### src/design/bus_pkg.sv
package bus_pkg;

  // one queued access as it arrives from outside
  typedef struct packed {
    logic [31:0] address;
    logic [31:0] write_data;
    logic        write;       // 0 = read
  } bus_request_t;

  typedef enum logic [3:0] {
    cs_none       = 4'd0,
    cs_vectors    = 4'd1,
    cs_rom        = 4'd2,
    cs_mandelbrot = 4'd3,
    cs_io         = 4'd4,
    cs_led        = 4'd5,
    cs_ssram      = 4'd6,
    cs_sdram      = 4'd7,
    cs_flash      = 4'd8
  } chip_select_t;

  typedef enum logic [1:0] {
    fault_none,
    fault_bus,    // misaligned
    fault_page,   // unmapped
    fault_write   // write to read-only region
  } fault_t;

  typedef struct packed {
    logic [31:0] address;
    logic [31:0] write_data;
    logic        start;       // high in START only
    logic        buswrite;    // high in PRE for an unfaulted write
  } bus_cycle_t;

  typedef struct packed {
    logic [31:0] read_data;
    fault_t      fault;
  } bus_response_t;

  // region map, inclusive bounds
  localparam logic [31:0] ssram_base      = 32'h0000_0000;
  localparam logic [31:0] ssram_limit     = 32'h003f_ffff;
  localparam logic [31:0] led_base        = 32'h0080_0000;
  localparam logic [31:0] led_limit       = 32'h0080_07ff;
  localparam logic [31:0] io_base         = 32'h0080_0800;
  localparam logic [31:0] io_limit        = 32'h0080_0fff;
  localparam logic [31:0] sdram_base      = 32'hc000_0000;
  localparam logic [31:0] sdram_limit     = 32'hcfff_ffff;
  localparam logic [31:0] mandelbrot_base = 32'hd000_0000;
  localparam logic [31:0] mandelbrot_limit = 32'hdfff_ffff;
  localparam logic [31:0] flash_base      = 32'he000_0000;
  localparam logic [31:0] flash_limit     = 32'hefff_ffff;
  localparam logic [31:0] rom_base        = 32'hffff_0000;
  localparam logic [31:0] rom_limit       = 32'hffff_ffbf;
  localparam logic [31:0] vectors_base    = 32'hffff_ffc0;
  localparam logic [31:0] vectors_limit   = 32'hffff_ffff;

endpackage

### src/design/request_fifo.sv
`timescale 1ns/10ps

module request_fifo #(
  parameter int fifo_depth = 4
) (
  input  logic                  clock,
  input  logic                  reset_n,
  input  logic                  push,
  input  bus_pkg::bus_request_t request,
  input  logic                  pop,
  output bus_pkg::bus_request_t head,
  output logic                  present,
  output logic                  full
);

  localparam int pointer_bits = (fifo_depth > 1) ? $clog2(fifo_depth) : 1;
  localparam int count_bits = $clog2(fifo_depth + 1);

  bus_pkg::bus_request_t   entries [fifo_depth];
  logic [pointer_bits-1:0] write_pointer;
  logic [pointer_bits-1:0] read_pointer;
  logic [count_bits-1:0]   count;
  logic                    do_push;
  logic                    do_pop;

  // wrap at fifo_depth, which need not be a power of two
  function automatic logic [pointer_bits-1:0] advance(input logic [pointer_bits-1:0] pointer);
    logic [pointer_bits-1:0] next;
    if (pointer == pointer_bits'(fifo_depth - 1)) begin
      next = '0;
    end else begin
      next = pointer + 1'b1;
    end
    return next;
  endfunction

  assign present = (count != '0);
  assign full    = (count == count_bits'(fifo_depth));
  assign head    = entries[read_pointer];  // head shown without a register stage
  assign do_push = push && !full;
  assign do_pop  = pop && present;

  always_ff @(posedge clock) begin
    if (do_push) begin
      entries[write_pointer] <= request;
    end
  end

  always_ff @(posedge clock or negedge reset_n) begin
    if (!reset_n) begin
      write_pointer <= '0;
      read_pointer  <= '0;
      count         <= '0;
    end else begin
      if (do_push) begin
        write_pointer <= advance(write_pointer);
      end
      if (do_pop) begin
        read_pointer <= advance(read_pointer);
      end
      case ({do_push, do_pop})
        2'b10:   count <= count + 1'b1;
        2'b01:   count <= count - 1'b1;
        default: count <= count;        // both or neither
      endcase
    end
  end

  // producer must respect full, mmu must respect present
  assert property (@(posedge clock) disable iff (!reset_n) push |-> !full);
  assert property (@(posedge clock) disable iff (!reset_n) pop |-> present);

endmodule

### src/design/mmu.sv
`timescale 1ns/10ps

module mmu (
  input  logic                   clock,
  input  logic                   reset_n,
  input  bus_pkg::bus_request_t  head,
  input  logic                   present,
  input  logic [31:0]            read_data,
  output logic                   pop,
  output bus_pkg::chip_select_t  chipselect,
  output bus_pkg::bus_cycle_t    bus,
  output logic                   buswait,
  output logic                   response_valid,
  output bus_pkg::bus_response_t response
);

  typedef enum logic [1:0] {
    state_idle,
    state_start,  // request held
    state_pre,    // read or write cycle
    state_post    // data visible
  } state_t;

  state_t                state;
  state_t                state_next;
  bus_pkg::bus_request_t latched;
  bus_pkg::chip_select_t cs;
  bus_pkg::fault_t       fault;
  logic                  data_region;

  // prioritized range check with the lowest regions first
  function automatic bus_pkg::chip_select_t decode(input logic [31:0] address);
    bus_pkg::chip_select_t region;
    if (address >= bus_pkg::ssram_base && address <= bus_pkg::ssram_limit) begin
      region = bus_pkg::cs_ssram;
    end else if (address >= bus_pkg::led_base && address <= bus_pkg::led_limit) begin
      region = bus_pkg::cs_led;
    end else if (address >= bus_pkg::io_base && address <= bus_pkg::io_limit) begin
      region = bus_pkg::cs_io;
    end else if (address >= bus_pkg::sdram_base && address <= bus_pkg::sdram_limit) begin
      region = bus_pkg::cs_sdram;
    end else if (address >= bus_pkg::mandelbrot_base &&
                 address <= bus_pkg::mandelbrot_limit) begin
      region = bus_pkg::cs_mandelbrot;
    end else if (address >= bus_pkg::flash_base && address <= bus_pkg::flash_limit) begin
      region = bus_pkg::cs_flash;
    end else if (address >= bus_pkg::rom_base && address <= bus_pkg::rom_limit) begin
      region = bus_pkg::cs_rom;
    end else if (address >= bus_pkg::vectors_base && address <= bus_pkg::vectors_limit) begin
      region = bus_pkg::cs_vectors;
    end else begin
      region = bus_pkg::cs_none;
    end
    return region;
  endfunction

  always_ff @(posedge clock or negedge reset_n) begin
    if (!reset_n) begin
      state <= state_idle;
    end else begin
      state <= state_next;
    end
  end

  always_ff @(posedge clock) begin
    if (state == state_idle && present) begin
      latched <= head;  // held from START through POST
    end
  end

  always_comb begin
    state_next = state;
    case (state)
      state_idle:  state_next = present ? state_start : state_idle;
      state_start: state_next = present ? state_pre : state_idle;
      state_pre:   state_next = state_post;
      state_post:  state_next = state_idle;
      default:     state_next = state_idle;
    endcase
  end

  assign cs = decode(latched.address);

  // misaligned beats unmapped beats read-only
  always_comb begin
    if (latched.address[1:0] != 2'b00) begin
      fault = bus_pkg::fault_bus;
    end else if (cs == bus_pkg::cs_none) begin
      fault = bus_pkg::fault_page;
    end else if (latched.write && (cs == bus_pkg::cs_rom || cs == bus_pkg::cs_vectors)) begin
      fault = bus_pkg::fault_write;
    end else begin
      fault = bus_pkg::fault_none;
    end
  end

  // a faulted access selects no target, so nothing is read or written
  assign chipselect = (present && state != state_idle && fault == bus_pkg::fault_none) ?
                      cs : bus_pkg::cs_none;

  assign bus.address    = latched.address;
  assign bus.write_data = latched.write_data;
  assign bus.start      = (state == state_start);
  assign bus.buswrite   = (state == state_pre) && latched.write &&
                          (fault == bus_pkg::fault_none);

  assign buswait        = (state != state_post);
  assign response_valid = (state == state_post);
  assign pop            = (state == state_post);

  assign data_region = (cs == bus_pkg::cs_ssram) || (cs == bus_pkg::cs_io);

  // writes and unmodeled regions answer zero
  assign response.read_data = (response_valid && !latched.write && data_region &&
                               fault == bus_pkg::fault_none) ? read_data : 32'h0;
  assign response.fault     = response_valid ? fault : bus_pkg::fault_none;

  assert property (@(posedge clock) disable iff (!reset_n)
    pop |-> present);  // fifo head must be valid when removed

endmodule

### src/design/memory_targets.sv
`timescale 1ns/10ps

module memory_targets #(
  parameter int sram_words = 64
) (
  input  logic                  clock,
  input  logic                  reset_n,
  input  bus_pkg::chip_select_t chipselect,
  input  bus_pkg::bus_cycle_t   bus,
  output logic [31:0]           read_data
);

  localparam int index_bits = $clog2(sram_words);

  logic [31:0]           sram [sram_words];
  logic [31:0]           io_regs [8];
  logic [index_bits-1:0] sram_index;
  logic [2:0]            io_index;
  logic                  sram_sel;
  logic                  io_sel;
  logic                  access_phase;  // PRE, one cycle after start

  assign sram_index = bus.address[index_bits+1:2];  // word address wraps at sram_words
  assign io_index   = bus.address[4:2];
  assign sram_sel   = (chipselect == bus_pkg::cs_ssram);
  assign io_sel     = (chipselect == bus_pkg::cs_io);

  always_ff @(posedge clock or negedge reset_n) begin
    if (!reset_n) begin
      access_phase <= 1'b0;
    end else begin
      access_phase <= bus.start;
    end
  end

  always_ff @(posedge clock or negedge reset_n) begin
    if (!reset_n) begin
      for (int i = 0; i < sram_words; i++) begin
        sram[i] <= 32'h0;
      end
    end else if (bus.buswrite && sram_sel) begin
      sram[sram_index] <= bus.write_data;
    end
  end

  always_ff @(posedge clock or negedge reset_n) begin
    if (!reset_n) begin
      for (int i = 0; i < 8; i++) begin
        io_regs[i] <= 32'h0;
      end
    end else if (bus.buswrite && io_sel) begin
      io_regs[io_index] <= bus.write_data;
    end
  end

  // sampled at the end of PRE, seen by the mmu in POST
  always_ff @(posedge clock or negedge reset_n) begin
    if (!reset_n) begin
      read_data <= 32'h0;
    end else if (access_phase && !bus.buswrite) begin
      if (sram_sel) begin
        read_data <= sram[sram_index];
      end else if (io_sel) begin
        read_data <= io_regs[io_index];
      end else begin
        read_data <= 32'h0;
      end
    end
  end

  assert property (@(posedge clock) disable iff (!reset_n)
    bus.buswrite |-> chipselect != bus_pkg::cs_none);
  assert property (@(posedge clock) disable iff (!reset_n)
    bus.buswrite |-> access_phase);  // writes land one cycle after start

endmodule

### src/design/bus_subsystem.sv
`timescale 1ns/10ps

module bus_subsystem #(
  parameter int fifo_depth = 4,
  parameter int sram_words = 64
) (
  input  logic                   clock,
  input  logic                   reset_n,
  input  logic                   push,
  input  bus_pkg::bus_request_t  request,
  output logic                   full,
  output logic                   buswait,
  output logic                   response_valid,
  output bus_pkg::bus_response_t response
);

  bus_pkg::bus_request_t head;
  logic                  present;
  logic                  pop;
  bus_pkg::chip_select_t chipselect;
  bus_pkg::bus_cycle_t   bus;
  logic [31:0]           read_data;

  request_fifo #(
    .fifo_depth (fifo_depth)
  ) request_fifo_inst (
    .clock   (clock),
    .reset_n (reset_n),
    .push    (push),
    .request (request),
    .pop     (pop),
    .head    (head),
    .present (present),
    .full    (full)
  );

  mmu mmu_inst (
    .clock          (clock),
    .reset_n        (reset_n),
    .head           (head),
    .present        (present),
    .read_data      (read_data),
    .pop            (pop),
    .chipselect     (chipselect),
    .bus            (bus),
    .buswait        (buswait),
    .response_valid (response_valid),
    .response       (response)
  );

  memory_targets #(
    .sram_words (sram_words)
  ) memory_targets_inst (
    .clock      (clock),
    .reset_n    (reset_n),
    .chipselect (chipselect),
    .bus        (bus),
    .read_data  (read_data)
  );

endmodule

### config.mk
export PLATFORM = sky130hd
export DESIGN_NAME = bus_subsystem
export DESIGN_NICKNAME = d
export VERILOG_FILES = /design/src/design/bus_pkg.sv /design/src/design/request_fifo.sv /design/src/design/mmu.sv /design/src/design/memory_targets.sv /design/src/design/bus_subsystem.sv
export SDC_FILE = /design/constraint.sdc
export NUM_CORES = 2
export LEC_CHECK = 0
export BUFFER_PORTS_ARGS = -buffer_cell sky130_fd_sc_hd__buf_4
export CAP_MARGIN = 20
export CORE_ASPECT_RATIO = 0.9
export CORE_MARGIN = 5
export CORE_UTILIZATION = 55
export DETAILED_ROUTE_END_ITERATION = 8
export GPL_ROUTABILITY_DRIVEN = 0
export PLACE_DENSITY = 0.71
export SYNTH_ARGS = -nofsm -noshare
export SYNTH_HDL_FRONTEND = slang
export SYNTH_HIERARCHICAL = 1
export SYNTH_SLANG_ARGS = --single-unit
### constraint.sdc
create_clock -name clock -period 19.1 [get_ports clock]
set_clock_uncertainty 0.2 [all_clocks]
set_input_delay 0.955 -clock clock [delete_from_list [all_inputs] [get_ports clock]]
set_output_delay 0.955 -clock clock [all_outputs]
set_load 0.1 [all_outputs]
==> impl_results.html <==
<table>
<tr><th>Metric</th><th>Value</th></tr>
<tr><th colspan="2">Pwr</th></tr>
<tr><td>Total power after layout</td><td>16.0 mW</td></tr>
<tr><td>Internal power of the cells</td><td>between 10 and 15 mW</td></tr>
<tr><td>Sw Share</td><td>35.8%</td></tr>
<tr><td>Power Density</td><td>124 nW/um^2</td></tr>
<tr><td>Combinational share of power</td><td>between 20% and 30%</td></tr>
<tr><td>Max IR drop VDD</td><td>0.183 mV</td></tr>
<tr><td>Proportion of power drawn by flip-flops and latches</td><td>38.2%</td></tr>
<tr><td>Static leakage</td><td>62.3 nW</td></tr>
<tr><td>Clock network fraction of design power</td><td>33.0%</td></tr>
<tr><td>Sw Pwr</td><td>5.73 mW</td></tr>
<tr><th colspan="2">STA</th></tr>
<tr><td>Worst Hold Slack</td><td>0.0596 ns</td></tr>
<tr><td>Slew Limit Headroom</td><td>20.5%</td></tr>
<tr><td>Smallest setup slack after layout</td><td>13.11 ns</td></tr>
<tr><td>Time the worst path needs with I/O delays and setup</td><td>around 6 ns</td></tr>
<tr><td>Final Hold Fails</td><td>0</td></tr>
<tr><td>Final-layout setup total negative slack</td><td>0 ns</td></tr>
<tr><td>Number of setup violations in the final report</td><td>0</td></tr>
<tr><td>Setup repair after global routing missed its margin</td><td>no</td></tr>
<tr><td>Post-route fraction of the period consumed by the critical path</td><td>31.3%</td></tr>
<tr><td>Number of slew-limit violations in the final report</td><td>0</td></tr>
<tr><td>Upper clock frequency limit</td><td>167 MHz</td></tr>
<tr><td>Worst slew pin tran</td><td>approximately 1.2 ns</td></tr>
<tr><th colspan="2">Placement</th></tr>
<tr><td>Half-perimeter wire length after detailed placement</td><td>185000 um</td></tr>
<tr><td>Placed cell count</td><td>10300</td></tr>
<tr><td>Post-place setup slack</td><td>around 13 ns</td></tr>
<tr><td>Count of port buffers added during placement</td><td>104</td></tr>
<tr><th colspan="2">Critical path</th></tr>
<tr><td>Type of element launching the critical path</td><td>flop</td></tr>
<tr><td>Critical path type</td><td>reg2reg</td></tr>
<tr><td>Data required, critical path</td><td>19.63 ns</td></tr>
<tr><td>Critical Path Sink Type</td><td>flop</td></tr>
<tr><td>Arrival time worst endpoint</td><td>6.52 ns</td></tr>
<tr><td>Highest net fanout along the worst path</td><td>54</td></tr>
<tr><th colspan="2">Clocking</th></tr>
<tr><td>Clock-pin slew of the registers on the worst-case setup and hold paths</td><td>0.06 ns</td></tr>
<tr><td>Hold-fix buffers, CTS</td><td>59</td></tr>
<tr><td>Clock latency at the later pin of the worst-skew pair</td><td>0.93 ns</td></tr>
<tr><td>Clock tree from TritonCTS</td><td>done</td></tr>
<tr><td>Total CTS buffers</td><td>282</td></tr>
<tr><td>Number of setup buffers added after CTS</td><td>0</td></tr>
<tr><td>Post_cts resized</td><td>0</td></tr>
<tr><td>CTS Buffer Depth</td><td>4</td></tr>
<tr><td>Number of clock sinks seen by CTS</td><td>around 2700</td></tr>
<tr><td>H-tree levels</td><td>5</td></tr>
<tr><td>Library cell used as clock root buffer</td><td>sky130_fd_sc_hd__clkbuf_16</td></tr>
<tr><th colspan="2">Finish</th></tr>
<tr><td>Non-filler instance count after layout</td><td>10900</td></tr>
<tr><td>Final layout net count</td><td>7937</td></tr>
<tr><td>Layout cells sized above 1</td><td>39.4%</td></tr>
<tr><td>Count of filler cells inserted in the layout</td><td>15900</td></tr>
<tr><td>Area overhead of the layout relative to synthesis</td><td>10.5%</td></tr>
<tr><th colspan="2">Global route</th></tr>
<tr><td>GR Layer Usage met3</td><td>under 10%</td></tr>
<tr><td>Antenna violations before repair</td><td>23</td></tr>
<tr><td>Maximum number of pins on one net before global-route repair</td><td>174</td></tr>
<tr><td>Sum of overflow across all layers after global routing</td><td>0</td></tr>
<tr><td>Top Usage Layer GRT</td><td>met2</td></tr>
<tr><td>Met1 track utilization from global routing</td><td>42.0%</td></tr>
<tr><td>Via count of the first global-routing pass</td><td>75300</td></tr>
<tr><td>GR Util met2</td><td>45.7%</td></tr>
<tr><td>Wire length of the first global-routing pass</td><td>500000 um</td></tr>
<tr><td>Global router's overall resource usage</td><td>a little under a third</td></tr>
<tr><th colspan="2">Detailed routing</th></tr>
<tr><td>Average via count per standard cell</td><td>6.72</td></tr>
<tr><td>Average wire length per cell after detail routing</td><td>between 30 and 40 um</td></tr>
<tr><td>Pre-antenna DRT Iters</td><td>6</td></tr>
<tr><td>Final wirelength</td><td>336000 um</td></tr>
<tr><td>DRC violation count after routing</td><td>0</td></tr>
<tr><td>Post-route antenna net violation count</td><td>0</td></tr>
<tr><td>Routed via count</td><td>73200</td></tr>
<tr><td>Number of violations reported at the end of detailed-routing iteration 0</td><td>7470</td></tr>
<tr><th colspan="2">Floorplan</th></tr>
<tr><td>Top-level I/O count</td><td>105</td></tr>
<tr><td>Die extent in y</td><td>447 um</td></tr>
<tr><td>Die X</td><td>496 um</td></tr>
<tr><td>Placement row count</td><td>160</td></tr>
<tr><td>Area enclosed by the die boundary</td><td>222000 sq um</td></tr>
<tr><td>Effective utilization at floorplan</td><td>55.3%</td></tr>
<tr><td>Core ar.</td><td>~210000 sq um</td></tr>
<tr><th colspan="2">Flow run</th></tr>
<tr><td>Number of max-capacitance violations reported</td><td>0</td></tr>
<tr><th colspan="2">Yosys</th></tr>
<tr><td>Netlist area before placement</td><td>117000 sq um</td></tr>
<tr><td>Per-instance average area after synthesis</td><td>14.5 sq um</td></tr>
<tr><td>Total of warnings raised by yosys</td><td>6</td></tr>
<tr><td>Total nets after synthesis</td><td>~8200</td></tr>
<tr><td>Synth Instances</td><td>8082</td></tr>
<tr><th colspan="2">Run status</th></tr>
<tr><td>Result of the run</td><td>finished, final reports clean</td></tr>
<tr><th colspan="2">Hold path</th></tr>
<tr><td>Worst Hold Class</td><td>in2reg</td></tr>
</table>
==> metal layers <==
layer	up-vias	share of wire, %
met2	3053	45
met3	714	8.9
li1	30100	-
met5	-	0.032
met4	16	4.7
met1	39300	41
==> area by class of cell <==
cell class | count | area (sq um) | area share (%)
inverters | 12 | 57.6 | 0.0446
flip-flops and latches | 2671 | 68500 | 53.0
multi-input cells | 4511 | 44700 | 34.7
diodes | 11 | 27.5 | 0.0213
well taps | 2835 | 3550 | 2.75
repair buffers | 384 | 3480 | 2.69
clock buffers | 407 | 8240 | 6.38
clock inverters | 66 | 571 | 0.442
==> state kept, by name, indices dropped and copies added (netlist names), named ones only <==
register and count:
request_fifo_inst/write_pointer 2, request_fifo_inst/entries 260, mmu_inst/latched 1, mmu_inst/bus 64, memory_targets_inst/sram 2048, memory_targets_inst/read_data 32
memory_targets_inst/io_regs 256, memory_targets_inst/access_phase 1, request_fifo_inst/read_pointer 2, mmu_inst/state 1, request_fifo_inst/count 3
==> placed cells by master, fill, tap and decap left out, types with 14 or more instances in the layout <==
cell type and count:
sky130_fd_sc_hd__edfxtp_1 325, sky130_fd_sc_hd__mux2i_1 509, sky130_fd_sc_hd__o21ai_0 20, sky130_fd_sc_hd__clkbuf_16 289, sky130_fd_sc_hd__mux4_2 67, sky130_fd_sc_hd__buf_16 14, sky130_fd_sc_hd__nor4_1 33, sky130_fd_sc_hd__buf_4 295
sky130_fd_sc_hd__a21oi_1 251, sky130_fd_sc_hd__clkinv_2 45, sky130_fd_sc_hd__a221o_1 500, sky130_fd_sc_hd__mux2_1 32, sky130_fd_sc_hd__dfrtp_1 2344, sky130_fd_sc_hd__and2_1 32, sky130_fd_sc_hd__dlygate4sd3_1 59, sky130_fd_sc_hd__clkbuf_8 56
sky130_fd_sc_hd__nand2_2 45, sky130_fd_sc_hd__a22oi_1 172, sky130_fd_sc_hd__nand4_1 36, sky130_fd_sc_hd__o21ai_1 16, sky130_fd_sc_hd__nand2_1 26, sky130_fd_sc_hd__o22ai_1 376, sky130_fd_sc_hd__mux2_2 2274, sky130_fd_sc_hd__clkbuf_1 62
==> critical path, cell delays in order (launching register included) <==
cell and delay (ns):
sky130_fd_sc_hd__edfxtp_1 0.47, sky130_fd_sc_hd__buf_4 0.72, sky130_fd_sc_hd__buf_4 0.77, sky130_fd_sc_hd__buf_4 0.72, sky130_fd_sc_hd__buf_4 0.82, sky130_fd_sc_hd__buf_4 0.73, sky130_fd_sc_hd__mux2i_1 0.31, sky130_fd_sc_hd__o22ai_1 0.12
sky130_fd_sc_hd__a21oi_1 0.22, sky130_fd_sc_hd__o22ai_1 0.12, sky130_fd_sc_hd__nor4_1 0.33, sky130_fd_sc_hd__o21ai_1 0.10
==> power groups by stage <==
stage	Combinational (mW)	Sequential (mW)	Clock [mW]
2_1_floorplan	2.78	6.17	0
3_3_place_gp	4.44	6.21	0
3_5_place_dp	4.50	6.22	0
4_1_cts	4.52	6.11	5.36
5_1_grt	4.77	6.13	5.60
6_report	4.62	6.11	5.28
==> metrics by stage <==
step	cell area [sq um]	utilization (%)
6_report	129000	61.1
5_1_grt	129000	61.1
4_1_cts	129000	60.9
3_5_place_dp	119000	56.4
3_3_place_gp	119000	56.4
2_1_floorplan	117000	-
==> path summary, 6_finish.rpt <==
kind                                                                    from                                             to  slack (ns)  cells after the start
worst min-delay path                                             request[36]     request_fifo_inst/entries[3][36]$_DFFE_PP_        0.06                      1
worst max-delay path                              mmu_inst/bus[38]$_DFFE_PP_   memory_targets_inst/read_data[3]$_DFFE_PN0P_       13.11                     11
max in group asynchronous                                            reset_n      memory_targets_inst/sram[812]$_DFFE_PN0P_       14.36                      7
min in group asynchronous                                            reset_n  memory_targets_inst/read_data[29]$_DFFE_PN0P_        0.49                      2
worst max register to register                    mmu_inst/bus[38]$_DFFE_PP_   memory_targets_inst/read_data[3]$_DFFE_PN0P_       13.11                     11
worst min register to register  memory_targets_inst/io_regs[129]$_DFFE_PN0P_   memory_targets_inst/io_regs[129]$_DFFE_PN0P_        0.29                      1
(Power assumes the default switching activity.)
